===== config.mk =====
export PLATFORM = sky130hd
export DESIGN_NAME = cmd_queue
export DESIGN_NICKNAME = d
export VERILOG_FILES = /design/src/hw/periph_bus_pkg.sv /design/src/hw/cmd_queue.sv
export VERILOG_INCLUDE_DIRS = /design/src /design/src/hw
export SDC_FILE = /design/constraint.sdc
export NUM_CORES = 1
export LEC_CHECK = 0
export ABC_CLOCK_PERIOD_IN_PS = 3400
export BUFFER_PORTS_ARGS = -buffer_cell sky130_fd_sc_hd__buf_2
export CAP_MARGIN = 20
export CORE_ASPECT_RATIO = 2
export CORE_MARGIN = 3
export CORE_UTILIZATION = 38
export CTS_CLUSTER_DIAMETER = 150
export DETAILED_ROUTE_END_ITERATION = 6
export GPL_TIMING_DRIVEN = 0
export SLEW_MARGIN = 5
export SYNTH_ARGS = -nofsm -noshare
export SYNTH_HDL_FRONTEND = slang
export SYNTH_SLANG_ARGS = --single-unit

===== constraint.sdc =====
create_clock -name clk_i -period 3.4 [get_ports clk_i]
set_clock_uncertainty 0.15 [all_clocks]
set_input_delay 0.68 -clock clk_i [delete_from_list [all_inputs] [get_ports clk_i]]
set_output_delay 0.68 -clock clk_i [all_outputs]
set_load 0.005 [all_outputs]

===== src/hw/periph_cfg.svh =====
`ifndef PERIPH_CFG_SVH
`define PERIPH_CFG_SVH

// ----------------------------------------
// Bus widths
// ----------------------------------------
`define PERIPH_ADDR_W        32
`define PERIPH_DATA_W        32
`define PERIPH_BE_W          4

// Width of the LED and DIP switch pins
`define PERIPH_GPIO_W        8

// ----------------------------------------
// Storage sizes
// ----------------------------------------
`define PERIPH_QUEUE_DEPTH   4     // Pending commands
`define PERIPH_RAM_WORDS     256   // Boot RAM words

// ----------------------------------------
// Address map
// ----------------------------------------
// Upper 20 bits of the address select a 4 KiB page
`define PERIPH_BOOT_PAGE     20'h00010
`define PERIPH_GPIO_PAGE     20'h40000

// Read value for unmapped space and undefined registers
`define PERIPH_ERR_WORD      32'hDEADBEEF

`endif


===== src/hw/periph_bus_pkg.sv =====
`include "periph_cfg.svh"

package periph_bus_pkg;

    // ----------------------------------------
    // Command as held in the queue
    // ----------------------------------------
    // we + addr + be + wdata = 1 + 32 + 4 + 32 = 69 bits
    typedef struct packed {
        logic                       we;     // 1 for write
        logic [`PERIPH_ADDR_W-1:0]  addr;   // Byte address
        logic [`PERIPH_BE_W-1:0]    be;     // One bit per byte lane
        logic [`PERIPH_DATA_W-1:0]  wdata;
    } periph_cmd_t;

    // ----------------------------------------
    // Response back to the host
    // ----------------------------------------
    // rdata + err = 32 + 1 = 33 bits
    typedef struct packed {
        logic [`PERIPH_DATA_W-1:0]  rdata;  // Zero for writes
        logic                       err;    // Unmapped access
    } periph_rsp_t;

    localparam int PERIPH_CMD_W = $bits(periph_cmd_t);
    localparam int PERIPH_RSP_W = $bits(periph_rsp_t);

    // Clear response, used after reset
    localparam periph_rsp_t PERIPH_RSP_IDLE = '{
        rdata: '0,
        err:   1'b0
    };

endpackage


===== src/hw/cmd_queue.sv =====
`timescale 1ns/1ps
`include "periph_cfg.svh"

module cmd_queue (
    input  logic                        clk_i,
    input  logic                        reset_i,
    input  logic                        push_i,
    input  periph_bus_pkg::periph_cmd_t push_cmd_i,
    input  logic                        pop_i,
    output logic                        full_o,
    output logic                        empty_o,
    output periph_bus_pkg::periph_cmd_t head_cmd_o
);

    import periph_bus_pkg::*;

    localparam int DEPTH = `PERIPH_QUEUE_DEPTH;
    localparam int PTR_W = $clog2(DEPTH);

    periph_cmd_t        mem [DEPTH];        // Entry storage
    logic [PTR_W-1:0]   wr_ptr_q;
    logic [PTR_W-1:0]   rd_ptr_q;
    logic [PTR_W:0]     count_q;            // 0 .. DEPTH

    // ----------------------------------------
    // Storage and pointers
    // ----------------------------------------
    always_ff @(posedge clk_i)
    begin
        if (push_i)
            mem[wr_ptr_q] <= push_cmd_i;
    end

    always_ff @(posedge clk_i)
    begin
        if (reset_i)
        begin
            wr_ptr_q <= '0;
            rd_ptr_q <= '0;
            count_q  <= '0;
        end
        else
        begin
            if (push_i)
                wr_ptr_q <= wr_ptr_q + 1'b1;    // Wraps at DEPTH
            if (pop_i)
                rd_ptr_q <= rd_ptr_q + 1'b1;
            // Simultaneous push and pop leave the count alone
            if (push_i && !pop_i)
                count_q <= count_q + 1'b1;
            else if (pop_i && !push_i)
                count_q <= count_q - 1'b1;
        end
    end

    assign full_o     = (count_q == (PTR_W+1)'(DEPTH));
    assign empty_o    = (count_q == '0);
    assign head_cmd_o = mem[rd_ptr_q];

    // The host port and the targets must respect the flags
    no_push_full: assert property (@(posedge clk_i) disable iff (reset_i)
        push_i |-> !full_o);
    no_pop_empty: assert property (@(posedge clk_i) disable iff (reset_i)
        pop_i |-> !empty_o);

endmodule


After elaboration in Yosys (flattened, before gate mapping):

Memory sizes are Yosys's and may differ from the RTL's. A register that Yosys moved wholly into a read port is not among the register bits.
Cells that the tools add are included.

* bits of input ports: 73
* memories: 1
* logic and storage cells: 21
* flip-flop bits (word level): 7
* bits in writable memories: 276
* output and inout bits: 71

* muxes and demuxes: 6
* $add $sub $neg: 4
* reductions and logical operators: 6
* equal/unequal tests: 1

Memories
* mem: words 4, bits a word 69, read ports 1, clocked after memory_dff 1, write ports 1, line cmd_queue.sv:20 `periph_cmd_t mem [DEPTH];`

Operators by type and width (count)
* $mux 3: 2
* $add 2x1->2 const B: 2
* $mux 2: 2
* $add 3x1->3 const B: 1
* $eq 3x3->1 const B: 1
* $logic_not 3->1: 1
* $sub 3x1->3 const B: 1
* $logic_and 1x1->1: 2
* $logic_not 1->1: 2
* $mux 1: 2
* $reduce_bool 2->1: 1

Logic depth before layout (Yosys ltp):

* word-level depth: 4
* depth in mapped cells: 7

Worst setup path after synthesis:

No wires, ideal clock.

* path kind: input-to-reg
* from: input port push_i
* to: memory mem[0][0] (netlist bit) (enable)
* setup slack: 0.518 ns
* buffers on the path: 0
* library setup time: 0.434 ns
* stages on the path: 1
* arrival time: 2.298 ns
* path through: and2_1

* longest elaborated chain between the ends: 2

Ends and longest elaborated chain
* from (decl): line cmd_queue.sv:7 `input logic push_i,`
* $mux 1: line cmd_queue.sv:30 `if (push_i)`
* $mux 1 (not written as such): line cmd_queue.sv:31 `mem[wr_ptr_q] <= push_cmd_i;`
* to (decl): line cmd_queue.sv:20

Every way passes these cells.

==> impl_metrics.json <==
{
  "irDropWorstVdd_v": 0.000446,
  "drc_errors": 0,
  "cp_max_fo": 10,
  "place_area_um2": 11600,
  "postCtsSetupRepairBufs": 0,
  "seq_area_um2": 8470,
  "crit_end": "head_cmd_o[22]",
  "cts_resized": 0,
  "grt_use_total": 0.138,
  "post-place-ws_ns": 0.823,
  "setup.worst_path.start_class": "register",
  "timing.reg2reg.setup_slack_ns": 1.42,
  "p_leak_nw": 4.21,
  "routed_wl_mm": 19.9,
  "clockRootBuffer": "clkbuf_16",
  "yosysWarningCount": 0,
  "nets": 658,
  "critPathCaptureType": "output port",
  "final_area_um2": 12500,
  "layout-drive-gt1-share": 0.448,
  "place_congestion": 0.708,
  "reg2reg_depth": 4,
  "synthArstFlopShare": 0,
  "relSlewSlack": 0.481,
  "synth_seq_cells": 285,
  "yosysSeqAreaShare": 0.815,
  "htree_levels": 1,
  "holdWs_ns": 0.220,
  "synthFlopType": "edfxtp_1",
  "yosysMostFrequentCell": "edfxtp_1",
  "period_minus_slack_ns": 3.04,
  "synth_common_cells": "edfxtp_1, mux4_2, dfxtp_1",
  "setup_viol": 0,
  "fillers": 2261,
  "fmax_mhz": 329,
  "die_area_um2": 29500,
  "syn_nets": 484,
  "cts_max_path_buffers": 3,
  "multi_input_area_um2": 1790,
  "arrival_ns": 2.21,
  "grt_overflow": 0,
  "status": "finished, final reports clean",
  "synth_edf_count": 276,
  "routed_via_density": 4.97,
  "avgRoutedWirePerCell_um": 21.0,
  "syn2layout_area_growth_pct": 20.4,
  "r2r-start": "wr_ptr_q[0]$_SDFFE_PP0P_",
  "yosysTopAreaCellShare": 0.797,
  "hold_viol": 0,
  "worst-setup-path-type": "reg -> out",
  "port_buffers": 142,
  "antenna_found_initial": 5,
  "syn-instance-count": 405,
  "hold_class": "in -> reg",
  "rsz0062_at_grt": "no",
  "die_height_um": 240,
  "crit_required_ns": 2.57,
  "die_w_um": 123,
  "clkLatencyLatePin_ns": 0.52,
  "grt_max_degree": 36,
  "drtIter0Drc": 311,
  "grt_pass1_vias": 5357,
  "vias": 4724,
  "worstReg2RegEnd": "mem[2][49]$_DFFE_PP_",
  "grt_pass1_wl_mm": 30.3,
  "synthTopCellsByArea": "edfxtp_1, mux4_2, dfxtp_1, ha_1, buf_4",
  "place_hpwl_mm": 12.5,
  "cts_tree": "done",
  "core_um2": 26900,
  "setup_slack_ns": 0.363,
  "start_util": 0.386,
  "num_rows": 85,
  "drtAntennaViolNets": 0,
  "cts-buffers-inserted": 26,
  "syn_area_per_cell_um2": 25.7,
  "path_clk_slew_ns": 0.06,
  "pwr_density_cell_nw_per_um2": 619,
  "slew_violations": 0,
  "ctsHoldBuffers": 0,
  "clock_sinks": 285,
  "synth_area_um2": 10400,
  "yosys.area.top_type": "edfxtp_1",
  "finalCritPeriodShare": 0.893,
  "first_pass_iters": 4,
  "drv_cap": 0,
  "ys_types": 22,
  "ioPinCount": 144,
  "worst_pin_slew_ns": 0.778
}
[cell usage in the layout (no fill, tap or decap), drive strengths merged, types with 2 or more instances in the layout]
| cell type | netlist | routed |
|---|---|---|
| mux4 | 69 | 69 |
| and2 | 4 | 4 |
| inv | 4 | 5 |
| clkinv | 0 | 8 |
| nor2 | 7 | 7 |
| dfxtp | 9 | 9 |
| edfxtp | 276 | 276 |
| buf | 11 | 157 |
| xnor2 | 2 | 2 |
| clkbuf | 6 | 40 |
| xor2 | 3 | 3 |
| bufinv | 0 | 4 |
| ha | 5 | 5 |
| mux2i | 2 | 2 |
| diode | 0 | 5 |
[cell type report]
type                       count  share of cell area
sequential                   285               0.676
multi-input combinational     99               0.143
timing repair buffer         146              0.0632
clock buffer                  34              0.0561
tap                          348              0.0348
clock inverter                13              0.0139
buffer                        17              0.0103
inverter                       4             0.00120
antenna                        5            0.000999
[critical path, cell delays in order (launching register included)]
cell and delay, ns:
dfxtp_1 0.30, buf_2 0.20, clkbuf_1 0.62, mux4_2 0.42, buf_2 0.14
[cells by family after synthesis]
| logic type | after synthesis | share of synthesized area |
|---|---|---|
| adder cells (fa/ha/maj) | 6 | 0.00794 |
| AO/OA/AOI/OAI | 2 | 0.000962 |
| multiplexers | 71 | 0.151 |
| XOR/XNOR | 5 | 0.00421 |
| AND/OR/NAND/NOR | 15 | 0.00710 |
| flip-flops | 285 | 0.815 |
| buffers and inverters | 21 | 0.0138 |
[per-layer routing]
layer | part of all wire | vias to the layer above | wire length (um) | track usage
li1 | - | 2074 | - | -
met4 | 0.037 | 4 | 742 | 0.0622
met5 | 0.0013 | - | 26 | 0
met3 | 0.046 | 49 | 911 | 0.0247
met2 | 0.57 | 126 | 11300 | 0.253
met1 | 0.35 | 2471 | 6920 | 0.152
[where the power goes]
part	total [mW]	switching, mW	internal [mW]
logic	0.714	0.359	0.355
clock network	2.96	1.20	1.76
registers	4.07	0.0417	4.03
total	7.75	1.60	6.15
[stage by stage]
stage | total power, mW | util | instances | TNS [ns]
after CTS | 7.87 | 0.465 | 946 | 0
after floorplan | 4.55 | - | 405 | 0
final | 7.75 | 0.465 | 951 | 0
after global placement | 4.87 | 0.429 | 895 | -269.93
after detailed placement | 4.89 | 0.432 | 899 | 0
after global routing | 8.08 | 0.465 | 949 | 0
[sequential cells by signal, summed over array words and instances (netlist names), named ones only]
register / cells
mem: 276
count_q: 3
rd_ptr_q: 2
wr_ptr_q: 2
[worst min-delay path by stage]
| stage | cells after the start | endpoint | start |
|---|---|---|---|
| CTS | 1 | mem[1][23]$_DFFE_PP_ | push_cmd_i[23] |
| global route | 1 | mem[3][28]$_DFFE_PP_ | push_cmd_i[28] |
| detailed placement | 2 | count_q[2]$_SDFFE_PP0P_ | count_q[2]$_SDFFE_PP0P_ |
| floorplan | 2 | count_q[2]$_SDFFE_PP0P_ | count_q[2]$_SDFFE_PP0P_ |
| global placement | 2 | count_q[2]$_SDFFE_PP0P_ | count_q[2]$_SDFFE_PP0P_ |
| finish | 1 | mem[1][23]$_DFFE_PP_ | push_cmd_i[23] |
Note: power is estimated with default switching activity, not from simulation.
